--- src/hw/ex_pkg.sv ---
// Execute stage shared types
package ex_pkg;

    // ------------------------------------------------------------
    // Widths
    // ------------------------------------------------------------
    // Data and address width
    localparam int unsigned XLEN = 32;
    // Scoreboard transaction ID
    localparam int unsigned TRANS_ID_BITS = 3;

    // ------------------------------------------------------------
    // Unit and operation encodings
    // ------------------------------------------------------------
    // Target unit of an issued instruction
    typedef enum logic [1:0] {
        ALU,
        BRANCH,
        MULT
    } fu_e;

    typedef enum logic [4:0] {
        // Integer ALU
        ADD,
        SUB,
        AND,
        OR,
        XOR,
        SLL,
        SRL,
        SRA,
        SLT,
        SLTU,
        // Conditional branch compares
        EQ,
        NE,
        LT,
        GE,
        LTU,
        GEU,
        // Unconditional jump
        JAL,
        // Multiplier
        MUL,
        MULH,
        MULHSU,
        MULHU
    } fu_op_e;

    // ------------------------------------------------------------
    // Records
    // ------------------------------------------------------------
    // One instruction on the issue port
    typedef struct packed {
        fu_e                      fu;
        fu_op_e                   operator;
        logic [XLEN-1:0]          operand_a;
        logic [XLEN-1:0]          operand_b;
        logic [XLEN-1:0]          imm;
        logic [XLEN-1:0]          pc;
        logic [TRANS_ID_BITS-1:0] trans_id;
    } fu_data_t;

    // Frontend prediction sent along with a branch
    typedef struct packed {
        logic            predict_taken;
        logic [XLEN-1:0] predict_target;
    } branch_predict_t;

    // Resolved branch back to the frontend
    typedef struct packed {
        logic            valid;
        logic [XLEN-1:0] pc;
        logic [XLEN-1:0] target;
        logic            is_taken;
        logic            is_mispredict;
        // Misaligned fetch target
        logic            ex_valid;
    } bp_resolve_t;

    // Scoreboard write-back entry
    typedef struct packed {
        logic                     valid;
        logic [TRANS_ID_BITS-1:0] trans_id;
        logic [XLEN-1:0]          result;
        logic                     ex_valid;
    } fu_result_t;

endpackage
--- src/hw/ex_stage.sv ---
// Reduced execute stage
module ex_stage (
    input  logic                    clk_i,
    input  logic                    rst_ni,
    input  logic                    flush_i,
    input  logic                    issue_valid_i,
    input  ex_pkg::fu_data_t        fu_data_i,
    input  ex_pkg::branch_predict_t branch_predict_i,
    output logic                    issue_ready_o,
    output ex_pkg::fu_result_t      flu_result_o,
    output ex_pkg::bp_resolve_t     resolved_branch_o
);
    import ex_pkg::*;

    logic       issue_fire;
    logic       alu_valid;
    logic       mult_valid;
    logic       mult_ready;
    fu_result_t alu_result;
    fu_result_t mult_result;

    // ------------------------------------------------------------
    // Issue routing
    // ------------------------------------------------------------
    assign issue_ready_o = mult_ready;
    assign issue_fire    = issue_valid_i & issue_ready_o;
    // ALU takes branches and jumps too
    assign alu_valid     = issue_fire & (fu_data_i.fu != MULT);
    assign mult_valid    = issue_fire & (fu_data_i.fu == MULT);

    alu_branch_unit u_alu_branch_unit (
        .clk_i             (clk_i),
        .rst_ni            (rst_ni),
        .flush_i           (flush_i),
        .valid_i           (alu_valid),
        .fu_data_i         (fu_data_i),
        .branch_predict_i  (branch_predict_i),
        .result_o          (alu_result),
        .resolved_branch_o (resolved_branch_o)
    );

    mult_unit u_mult_unit (
        .clk_i     (clk_i),
        .rst_ni    (rst_ni),
        .flush_i   (flush_i),
        .valid_i   (mult_valid),
        .fu_data_i (fu_data_i),
        .ready_o   (mult_ready),
        .result_o  (mult_result)
    );

    // ------------------------------------------------------------
    // Single write port
    // ------------------------------------------------------------
    flu_writeback u_flu_writeback (
        .clk_i         (clk_i),
        .rst_ni        (rst_ni),
        .flush_i       (flush_i),
        .alu_result_i  (alu_result),
        .mult_result_i (mult_result),
        .flu_result_o  (flu_result_o)
    );

endmodule

--- src/hw/flu_writeback.sv ---
// Fixed-latency writeback merge
module flu_writeback (
    input  logic               clk_i,
    input  logic               rst_ni,
    input  logic               flush_i,
    input  ex_pkg::fu_result_t alu_result_i,
    input  ex_pkg::fu_result_t mult_result_i,
    output ex_pkg::fu_result_t flu_result_o
);
    import ex_pkg::*;

    fu_result_t               sel;
    logic                     any_valid;

    logic                     wb_valid_q;
    logic [TRANS_ID_BITS-1:0] wb_trans_id_q;
    logic [XLEN-1:0]          wb_result_q;
    logic                     wb_ex_q;

    // Issue back-pressure keeps the two streams apart
    assign sel       = mult_result_i.valid ? mult_result_i : alu_result_i;
    assign any_valid = alu_result_i.valid | mult_result_i.valid;

    always_ff @(posedge clk_i or negedge rst_ni) begin
        if (!rst_ni) begin
            wb_valid_q <= 1'b0;
        end else if (flush_i) begin
            wb_valid_q <= 1'b0;
        end else begin
            wb_valid_q <= any_valid;
        end
    end

    always_ff @(posedge clk_i) begin
        if (any_valid) begin
            wb_trans_id_q <= sel.trans_id;
            wb_result_q   <= sel.result;
            wb_ex_q       <= sel.ex_valid;
        end
    end

    // Scoreboard write port
    assign flu_result_o = '{
        valid:    wb_valid_q,
        trans_id: wb_trans_id_q,
        result:   wb_result_q,
        ex_valid: wb_ex_q
    };

endmodule

--- src/hw/mult_unit.sv ---
// Two-stage pipelined multiplier
module mult_unit (
    input  logic               clk_i,
    input  logic               rst_ni,
    input  logic               flush_i,
    input  logic               valid_i,
    input  ex_pkg::fu_data_t   fu_data_i,
    output logic               ready_o,
    output ex_pkg::fu_result_t result_o
);
    import ex_pkg::*;

    localparam int unsigned PW = 2 * XLEN;

    logic                     a_signed;
    logic                     b_signed;

    // Stage one
    logic                     s1_valid_q;
    logic [XLEN-1:0]          s1_a_q;
    logic [XLEN-1:0]          s1_b_q;
    logic                     s1_a_signed_q;
    logic                     s1_b_signed_q;
    fu_op_e                   s1_op_q;
    logic [TRANS_ID_BITS-1:0] s1_trans_id_q;

    // Extended operands and full product
    logic signed [XLEN:0]     mul_a;
    logic signed [XLEN:0]     mul_b;
    logic signed [PW-1:0]     product;
    logic [XLEN-1:0]          product_sel;

    // Stage two
    logic                     s2_valid_q;
    logic [TRANS_ID_BITS-1:0] s2_trans_id_q;
    logic [XLEN-1:0]          s2_result_q;

    // Sign modes per operator, MUL takes the low half so sign is irrelevant
    assign a_signed = fu_data_i.operator inside {MULH, MULHSU};
    assign b_signed = (fu_data_i.operator == MULH);

    // Stage one holds at most one entry
    assign ready_o = ~s1_valid_q;

    // ------------------------------------------------------------
    // Valid pipeline
    // ------------------------------------------------------------
    always_ff @(posedge clk_i or negedge rst_ni) begin
        if (!rst_ni) begin
            s1_valid_q <= 1'b0;
            s2_valid_q <= 1'b0;
        end else if (flush_i) begin
            s1_valid_q <= 1'b0;
            s2_valid_q <= 1'b0;
        end else begin
            s1_valid_q <= valid_i;
            s2_valid_q <= s1_valid_q;
        end
    end

    always_ff @(posedge clk_i) begin
        if (valid_i) begin
            s1_a_q        <= fu_data_i.operand_a;
            s1_b_q        <= fu_data_i.operand_b;
            s1_a_signed_q <= a_signed;
            s1_b_signed_q <= b_signed;
            s1_op_q       <= fu_data_i.operator;
            s1_trans_id_q <= fu_data_i.trans_id;
        end
    end

    // ------------------------------------------------------------
    // Product and half select
    // ------------------------------------------------------------
    // One extra bit makes every mode a signed multiply
    assign mul_a   = {s1_a_signed_q & s1_a_q[XLEN-1], s1_a_q};
    assign mul_b   = {s1_b_signed_q & s1_b_q[XLEN-1], s1_b_q};
    assign product = PW'(mul_a) * PW'(mul_b);

    assign product_sel = (s1_op_q == MUL) ? product[XLEN-1:0] : product[PW-1:XLEN];

    always_ff @(posedge clk_i) begin
        if (s1_valid_q) begin
            s2_trans_id_q <= s1_trans_id_q;
            s2_result_q   <= product_sel;
        end
    end

    assign result_o = '{
        valid:    s2_valid_q,
        trans_id: s2_trans_id_q,
        result:   s2_result_q,
        ex_valid: 1'b0
    };

endmodule

--- src/hw/alu_branch_unit.sv ---
// Single-cycle ALU and branch unit
module alu_branch_unit (
    input  logic                    clk_i,
    input  logic                    rst_ni,
    input  logic                    flush_i,
    input  logic                    valid_i,
    input  ex_pkg::fu_data_t        fu_data_i,
    input  ex_pkg::branch_predict_t branch_predict_i,
    output ex_pkg::fu_result_t      result_o,
    output ex_pkg::bp_resolve_t     resolved_branch_o
);
    import ex_pkg::*;

    logic [XLEN-1:0]          op_a;
    logic [XLEN-1:0]          op_b;
    logic [4:0]               shamt;
    logic                     cmp_signed;
    logic                     less;
    logic                     equal;
    logic                     cmp_res;
    logic [XLEN-1:0]          alu_res;

    logic                     is_branch;
    logic                     taken;
    logic [XLEN-1:0]          pc_plus4;
    logic [XLEN-1:0]          target;
    logic                     mispredict;
    logic                     misaligned;

    // Result register
    logic                     res_valid_q;
    logic [TRANS_ID_BITS-1:0] res_trans_id_q;
    logic [XLEN-1:0]          res_value_q;
    logic                     res_ex_q;

    // Resolve register
    logic                     bp_valid_q;
    logic [XLEN-1:0]          bp_pc_q;
    logic [XLEN-1:0]          bp_target_q;
    logic                     bp_taken_q;
    logic                     bp_mispredict_q;
    logic                     bp_ex_q;

    assign op_a  = fu_data_i.operand_a;
    assign op_b  = fu_data_i.operand_b;
    assign shamt = op_b[4:0];

    // ------------------------------------------------------------
    // ALU and compare
    // ------------------------------------------------------------
    always_comb begin
        // One comparator serves SLT/SLTU and the branches
        cmp_signed = fu_data_i.operator inside {SLT, LT, GE};
        equal      = (op_a == op_b);
        if (cmp_signed) begin
            less = $signed(op_a) < $signed(op_b);
        end else begin
            less = op_a < op_b;
        end

        case (fu_data_i.operator)
            ADD:     alu_res = op_a + op_b;
            SUB:     alu_res = op_a - op_b;
            AND:     alu_res = op_a & op_b;
            OR:      alu_res = op_a | op_b;
            XOR:     alu_res = op_a ^ op_b;
            SLL:     alu_res = op_a << shamt;
            SRL:     alu_res = op_a >> shamt;
            SRA:     alu_res = $signed(op_a) >>> shamt;
            SLT,
            SLTU:    alu_res = {{(XLEN-1){1'b0}}, less};
            default: alu_res = '0;
        endcase

        case (fu_data_i.operator)
            EQ:      cmp_res = equal;
            NE:      cmp_res = ~equal;
            LT,
            LTU:     cmp_res = less;
            GE,
            GEU:     cmp_res = ~less;
            JAL:     cmp_res = 1'b1;
            default: cmp_res = 1'b0;
        endcase
    end

    // ------------------------------------------------------------
    // Branch resolution
    // ------------------------------------------------------------
    assign is_branch  = (fu_data_i.fu == BRANCH);
    assign taken      = is_branch & cmp_res;
    assign pc_plus4   = fu_data_i.pc + XLEN'(4);
    assign target     = taken ? fu_data_i.pc + fu_data_i.imm : pc_plus4;
    // Wrong direction, or right direction with a wrong target
    assign mispredict = (taken != branch_predict_i.predict_taken)
                      | (taken & branch_predict_i.predict_taken
                         & (target != branch_predict_i.predict_target));
    assign misaligned = taken & (target[1:0] != 2'b00);

    always_ff @(posedge clk_i or negedge rst_ni) begin
        if (!rst_ni) begin
            res_valid_q <= 1'b0;
            bp_valid_q  <= 1'b0;
        end else if (flush_i) begin
            res_valid_q <= 1'b0;
            bp_valid_q  <= 1'b0;
        end else begin
            res_valid_q <= valid_i;
            bp_valid_q  <= valid_i & is_branch;
        end
    end

    always_ff @(posedge clk_i) begin
        if (valid_i) begin
            res_trans_id_q  <= fu_data_i.trans_id;
            res_value_q     <= is_branch ? pc_plus4 : alu_res;
            res_ex_q        <= misaligned;
            bp_pc_q         <= fu_data_i.pc;
            bp_target_q     <= target;
            bp_taken_q      <= taken;
            bp_mispredict_q <= mispredict;
            bp_ex_q         <= misaligned;
        end
    end

    assign result_o = '{
        valid:    res_valid_q,
        trans_id: res_trans_id_q,
        result:   res_value_q,
        ex_valid: res_ex_q
    };

    assign resolved_branch_o = '{
        valid:         bp_valid_q,
        pc:            bp_pc_q,
        target:        bp_target_q,
        is_taken:      bp_taken_q,
        is_mispredict: bp_mispredict_q,
        ex_valid:      bp_ex_q
    };

endmodule

--- config.mk ---
export PLATFORM = sky130hd
export DESIGN_NAME = ex_stage
export DESIGN_NICKNAME = d
export VERILOG_FILES = /design/src/hw/ex_pkg.sv /design/src/hw/ex_stage.sv /design/src/hw/flu_writeback.sv /design/src/hw/mult_unit.sv /design/src/hw/alu_branch_unit.sv
export SDC_FILE = /design/constraint.sdc
export NUM_CORES = 2
export LEC_CHECK = 0
export BUFFER_PORTS_ARGS = -buffer_cell sky130_fd_sc_hd__buf_2
export CAP_MARGIN = 20
export CORE_MARGIN = 2
export CORE_UTILIZATION = 52
export CTS_BUF_LIST = sky130_fd_sc_hd__clkbuf_8
export DETAILED_ROUTE_END_ITERATION = 12
export PLACE_DENSITY = 0.78
export SYNTH_ARGS = -nofsm -noshare
export SYNTH_HDL_FRONTEND = slang
export SYNTH_HIERARCHICAL = 1
export SYNTH_SLANG_ARGS = --single-unit
--- constraint.sdc ---
create_clock -name clk_i -period 9.8 [get_ports clk_i]
set_clock_uncertainty 0.05 [all_clocks]
set_input_delay 1.96 -clock clk_i [delete_from_list [all_inputs] [get_ports clk_i]]
set_output_delay 1.96 -clock clk_i [all_outputs]
set_load 0.01 [all_outputs]
Word level (Yosys, flattened, before mapping). Index checks and enable logic that the tools add are counted. Widths: inputs -> output; s select.

Add/sub/neg operators: 4. Multiply operators: 1. Magnitude comparators: 2. Equal/unequal tests: 25. Shift-type cells: 3. Multiplexer cells: 12. Bitwise logic cells: 18. Reductions and logical operators: 7.

Operator list (count): $pmux 32 s9 (1); $mux 32 (3); $add 32x32->32 (2); $lt 32x32->1 (2); $mul 33x33->64 (1); $eq 5x4->1 const B (8); $mux 36 (1); $add 32x3->32 const B (1); $and 32x32->32 (1); $eq 32x32->1 (1); $ne 32x32->1 (1); $or 32x32->32 (1); $shl 32x5->32 (1); $shr 32x5->32 (1); $sshr 32x5->32 (1); $sub 32x32->32 (1); $xor 32x32->32 (1); $eq 5x3->1 const B (4); $eq 5x5->1 const B (4); $and 1x1->1 (10); $eq 5x2->1 const B (2); $mux 1 (6); $reduce_or 2->1 (3); $eq 5x1->1 const B (1); 10 further kinds (14).

Register bits after elaboration: 252. Input port bits: 175. Output and inout port bits: 106. Word-level logic and storage cells: 95.

Depth between registers and ports, before layout.
Depth in word-level cells: 10. Gate-level depth with buffers: 30. Gate-level depth less buffers: 28.

By module. Netlist, hierarchy kept.

Modules (own cells, without submodules): mult_unit (times used 1, cells each 4332, area an instance 41431.0 sq um, sequential area each 3323.2 sq um); alu_branch_unit (times used 1, cells each 1880, area an instance 14809.2 sq um, sequential area each 3113.0 sq um); flu_writeback (times used 1, cells each 81, area an instance 1649.1 sq um, sequential area each 1106.1 sq um); ex_stage (times used 1, cells each 4, area an instance 25.0 sq um, sequential area each 0.0 sq um).

Worst setup path before layout. Ideal clock, no wire load.

Kind: input -> register. Start: in fu_data_i[68] (netlist name). End: reg u_alu_branch_unit.bp_mispredict_q (data pin). Setup time: 0.259 ns. Arrival: 8.640 ns. Data required time: 9.491 ns. Setup slack: 0.851 ns. Stages on the path: 28. Path buffers: 10. Cell sequence: clkbuf_1 -> inv_1 -> clkbuf_1 -> buf_1 -> clkbuf_1 -> ha_1 -> or4_1 -> nor3_2 -> nand4_1 -> xnor2_1 -> a31oi_1 -> or3_1 -> buf_6 -> and2_4 -> buf_6 -> inv_6 -> buf_12 -> clkbuf_1 -> clkbuf_1 -> clkbuf_1 -> ha_1 -> a221oi_1 -> o211ai_1 -> o31ai_1 -> a31oi_1 -> or4_1 -> or4b_1 -> o31a_1.

Longest elaborated chain between the ends: 9. Elaborated cells between the ends (all ways): 14. Classes of those cells: order compare: 2; eq/ne: 3; mux: 3; bitwise: 6.

RTL lines: from (decl) (line ex_stage.sv:7) `input ex_pkg::fu_data_t fu_data_i,`; $lt 32x32->1, on equally long branches (line alu_branch_unit.sv:58, alu_branch_unit.sv:56); $mux 1 (line alu_branch_unit.sv:55) `if (cmp_signed) begin`; $not 1->1 (line alu_branch_unit.sv:81) `GEU: cmp_res = ~less;`; $pmux 1 s5 * (line alu_branch_unit.sv:75) `case (fu_data_i.operator)`; $and 1x1->1 * (line alu_branch_unit.sv:91) `assign taken = is_branch & cmp_res;`; net u_alu_branch_unit.taken (line alu_branch_unit.sv:24) `logic taken;`; $mux 32 (line alu_branch_unit.sv:93) `assign target = taken ? fu_data_i.pc + fu_data_i.imm : pc_plus4;`; $ne 32x32->1 (line alu_branch_unit.sv:97) `& (target != branch_predict_i.predict_target));`; $and 1x1->1 (line alu_branch_unit.sv:97); $or 1x1->1 * (line alu_branch_unit.sv:96) `| (taken & branch_predict_i.predict_taken`; net u_alu_branch_unit.mispredict (line alu_branch_unit.sv:27) `logic mispredict;`; to (signal assigned) (line alu_branch_unit.sv:121) `bp_mispredict_q <= mispredict;`; to (decl) (line alu_branch_unit.sv:41) `logic bp_mispredict_q;`.

The timed path passes the listed nets; every way through them passes the cells marked *. A chain may end at the register's enable or synchronous reset.

Worst setup path after layout.
Start: reg u_mult_unit.s1_a_q[18]. End: reg u_mult_unit.s2_result_q[7] (data pin).

Longest elaborated chain between the ends: 2.

RTL lines: from (decl) (line mult_unit.sv:20) `logic [XLEN-1:0] s1_a_q;`; from (signal assigned) (line mult_unit.sv:63) `s1_a_q <= fu_data_i.operand_a;`; $mul 33x33->64 (line mult_unit.sv:78) `assign product = PW'(mul_a) * PW'(mul_b);`; $mux 32 (line mult_unit.sv:80) `assign product_sel = (s1_op_q == MUL) ? product[XLEN-1:0] : product[PW-1:XLEN];`; net u_mult_unit.product_sel[7] (line mult_unit.sv:31) `logic [XLEN-1:0] product_sel;`; to (signal assigned) (line mult_unit.sv:85) `s2_result_q <= product_sel;`; to (decl) (line mult_unit.sv:36) `logic [XLEN-1:0] s2_result_q;`.

The timed path passes the listed nets, and every way through them passes these cells.

==> results.cfg <==
[outcome]
status = finished clean

[worst_hold_path]
hold_path_depth = 0
hp-start = u_mult_unit/s1_trans_id_q[1]$_DFFE_PP_
whs_endpoint = u_mult_unit/s2_trans_id_q[1]$_DFFE_PP_
min_path_type = reg2reg

[synthesis]
syn_area_sq_mm = 0.05791
synth_seq_area_share_pct = 13.02
avgSynthCellArea_sq_um = 9.197
synthesis.nets = 7942
synth.ff_latch_count = 252
synthTopCellsByArea = fa_1 (39%), edfxtp_1 (13%), inv_1 (8.0%)
yosys_warnings = 6
synth_cells = 6297
synth_top_area_share_pct = 38.99
synthDistinctLibCells = 102
yosysMostFrequentCell = inv_1
synth_enable_flop_cells = 247
synth_flop_cell = edfxtp_1
synth_commonest_cells = inv_1 (1,227), fa_1 (1,128), nand2_1 (874)
yosys.area.top_type = fa_1
synthArstFlopShare_pct = 1.984

[worst_setup_path]
ff2ff_path_depth = 25
setup.worst_path.end_class = flip-flop
r2r_start = u_mult_unit/s1_a_q[18]$_DFFE_PP_
cp.required_ns = 10.03
r2r-end = u_mult_unit/s2_result_q[7]$_DFFE_PP_
worstPathArrival_ns = 9.37
cp-start-kind = flip-flop
cp_max_fo = 17
rrSetupSlack_ns = 0.66
path_class = reg2reg

[clock_tree]
clkTransAtPathRegs_ns = 0.07
cts-htree-levels = 2
hold_buffers = 0
cts_setup_buffers = 0
cts_buffers = 44
clock_path_buffers = 3
cts_tree = built
clock_latency_ns = 0.65
cts_resized = 0
cts.sinks = 252
ctsRootBufferMaster = clkbuf_8

[layout]
instances_no_fill = 7945
drive_gt1_share_pct = 9.381
final_util_pct = 56.01
final_net_count = 8062
syn_to_final_growth_pct = 6.881

[place]
io_buffers = 280
pre_cts_ws_ns = 0.8797
routabilityCongestion = 1.049
hpwl_mm = 154.0
dp_cells = 7850

[sta]
max_freq_mhz = 109.5
finalHoldViolCount = 0
worst_pin_slew_ns = 1.231
slew_headroom_pct = 17.90
worst_slack_ns = 0.6648
period_minus_slack_ns = 9.135
setup-violations-final = 0
final_max_slew_viol_count = 0
min_period_over_period_pct = 93.22
tns_ns = 0
rsz0062_at_grt = no

[global_route]
grt_pass1_wl_mm = 292.4
grt_start_max_net_pins = 71
antenna_found_initial = 20
grt_pass1_vias = 49601
grt_overflow = 0
track_usage_pct = 34.05

[floorplanning]
num_rows = 122
die_h_um = 337.7
core_area_sq_mm = 0.1105
initial_core_util_pct = 52.40
pin_count = 281
die_area_sq_mm = 0.1141
die_w_um = 337.7

[job]
maxCapViolations = 0

[drt]
drc = 0
wl_mm = 191.0
dr.pass1.iters = 8
antenna_left = 0
wl_per_cell_um = 24.04
vias_per_cell = 5.982
drtIter0Drc = 5470
vias = 47527
-- critical path, cell delays in order, from the launching register on --
cell,delay (ns)
edfxtp_1,1.13
buf_4,0.41
nand2_1,0.12
fa_1,0.56
inv_1,0.06
fa_1,0.42
fa_1,0.55
inv_1,0.05
fa_1,0.48
inv_1,0.06
fa_1,0.49
fa_1,0.55
fa_1,0.51
inv_1,0.05
fa_1,0.47
inv_1,0.06
ha_1,0.42
and3_1,0.21
and3_2,0.19
nand2_1,0.07
a221oi_1,0.45
o21ai_0,0.36
nor2_1,0.30
a21oi_1,0.12
xor2_1,0.37
o21ai_0,0.28
-- per-stage QoR --
| step | hold WS (ns) | cell area, sq um |
|---|---|---|
| final | 0.3687 | 61900 |
| after global routing | 0.3635 | 61890 |
| after CTS | 0.3631 | 61630 |
| after detailed placement | 0.3610 | 60840 |
| after global placement | 0.3514 | 60780 |
| after floorplan | 0.3503 | 57910 |
-- routing by layer --
metal  part of all wire [%]  GRT usage [%]  up-vias
li1                       -              -    19987
met1                     37          44.14    23954
met2                     46          54.28     2934
met3                     11          6.975      632
met4                    5.9          17.37       20
met5                  0.080              0        -
-- cell families after synthesis --
kind of cell    share of synthesized area [%]
flops                                   13.02
xor+xnor                                2.722
mux                                     3.022
buf+inv                                 10.48
fa+ha+maj                               46.38
simple gates                            14.48
other cells                          0.006475
compound gates                          9.888
-- flip-flops by register name (all words and copies together), names as in the netlist, 3 cells and up --
| signal | flops |
|---|---|
| u_alu_branch_unit/res_value_q | 32 |
| u_alu_branch_unit/bp_target_q | 32 |
| u_mult_unit/s1_b_q | 32 |
| u_mult_unit/s1_op_q | 5 |
| u_mult_unit/s2_result_q | 32 |
| u_flu_writeback/wb_trans_id_q | 3 |
| u_alu_branch_unit/res_trans_id_q | 3 |
| u_mult_unit/s1_trans_id_q | 3 |
| u_mult_unit/s1_a_q | 32 |
| u_alu_branch_unit/bp_pc_q | 32 |
| u_mult_unit/s2_trans_id_q | 3 |
| u_flu_writeback/wb_result_q | 32 |
-- placed cells by master, fill, tap and decap left out, types with 15 or more instances in the layout --
master and n:
inv_1 1238, ha_1 342, nor2_1 254, xnor2_1 117, nor2b_1 23, o211ai_1 29
a31oi_1 27, mux2_2 23, nor3_1 45, nand4_1 17, a221oi_1 23, mux4_2 23
nand2b_1 22, o21bai_1 30, nand3_1 49, o31ai_1 20, or3_1 18, fa_1 1128
a21oi_1 227, o22ai_1 31, mux2i_1 68, a211oi_1 34, and3_1 45, and2_1 366
buf_2 278, clkbuf_8 44, buf_4 135, o21ai_0 233, or2_2 23, nand2_1 874
edfxtp_1 247, a221o_1 15, o21a_1 19, xor2_1 63, mux2_4 18, a211o_1 16
a22oi_1 20, a21o_1 51
-- area by class of cell --
cell class              instances  area (sq um)
clock buffers                  44         605.6
fillers                      9736         48620
inverters                    1229          4618
multi-input cells            4465         44340
flip-flops and latches        252          7543
repair buffers                425          2728
well taps                    1488          1862
clock inverters                34         186.4
diodes                          8         20.02
-- worst max path at each step --
stage	startpoint	endpoint
6_report	u_mult_unit/s1_a_q[18]$_DFFE_PP_	u_mult_unit/s2_result_q[7]$_DFFE_PP_
5_1_grt	u_mult_unit/s1_a_signed_q$_DFFE_PP_	u_mult_unit/s2_result_q[29]$_DFFE_PP_
3_3_place_gp	u_mult_unit/s1_a_q[18]$_DFFE_PP_	u_mult_unit/s2_result_q[7]$_DFFE_PP_
3_5_place_dp	u_mult_unit/s1_a_signed_q$_DFFE_PP_	u_mult_unit/s2_result_q[29]$_DFFE_PP_
2_1_floorplan	fu_data_i[68]	u_alu_branch_unit/bp_mispredict_q$_DFFE_PP_
4_1_cts	u_mult_unit/s1_a_q[31]$_DFFE_PP_	u_mult_unit/s2_result_q[29]$_DFFE_PP_
Power is left out: the tool's default activity adds up to more than one toggle a clock period on the data nets, which glitch-free logic cannot reach.
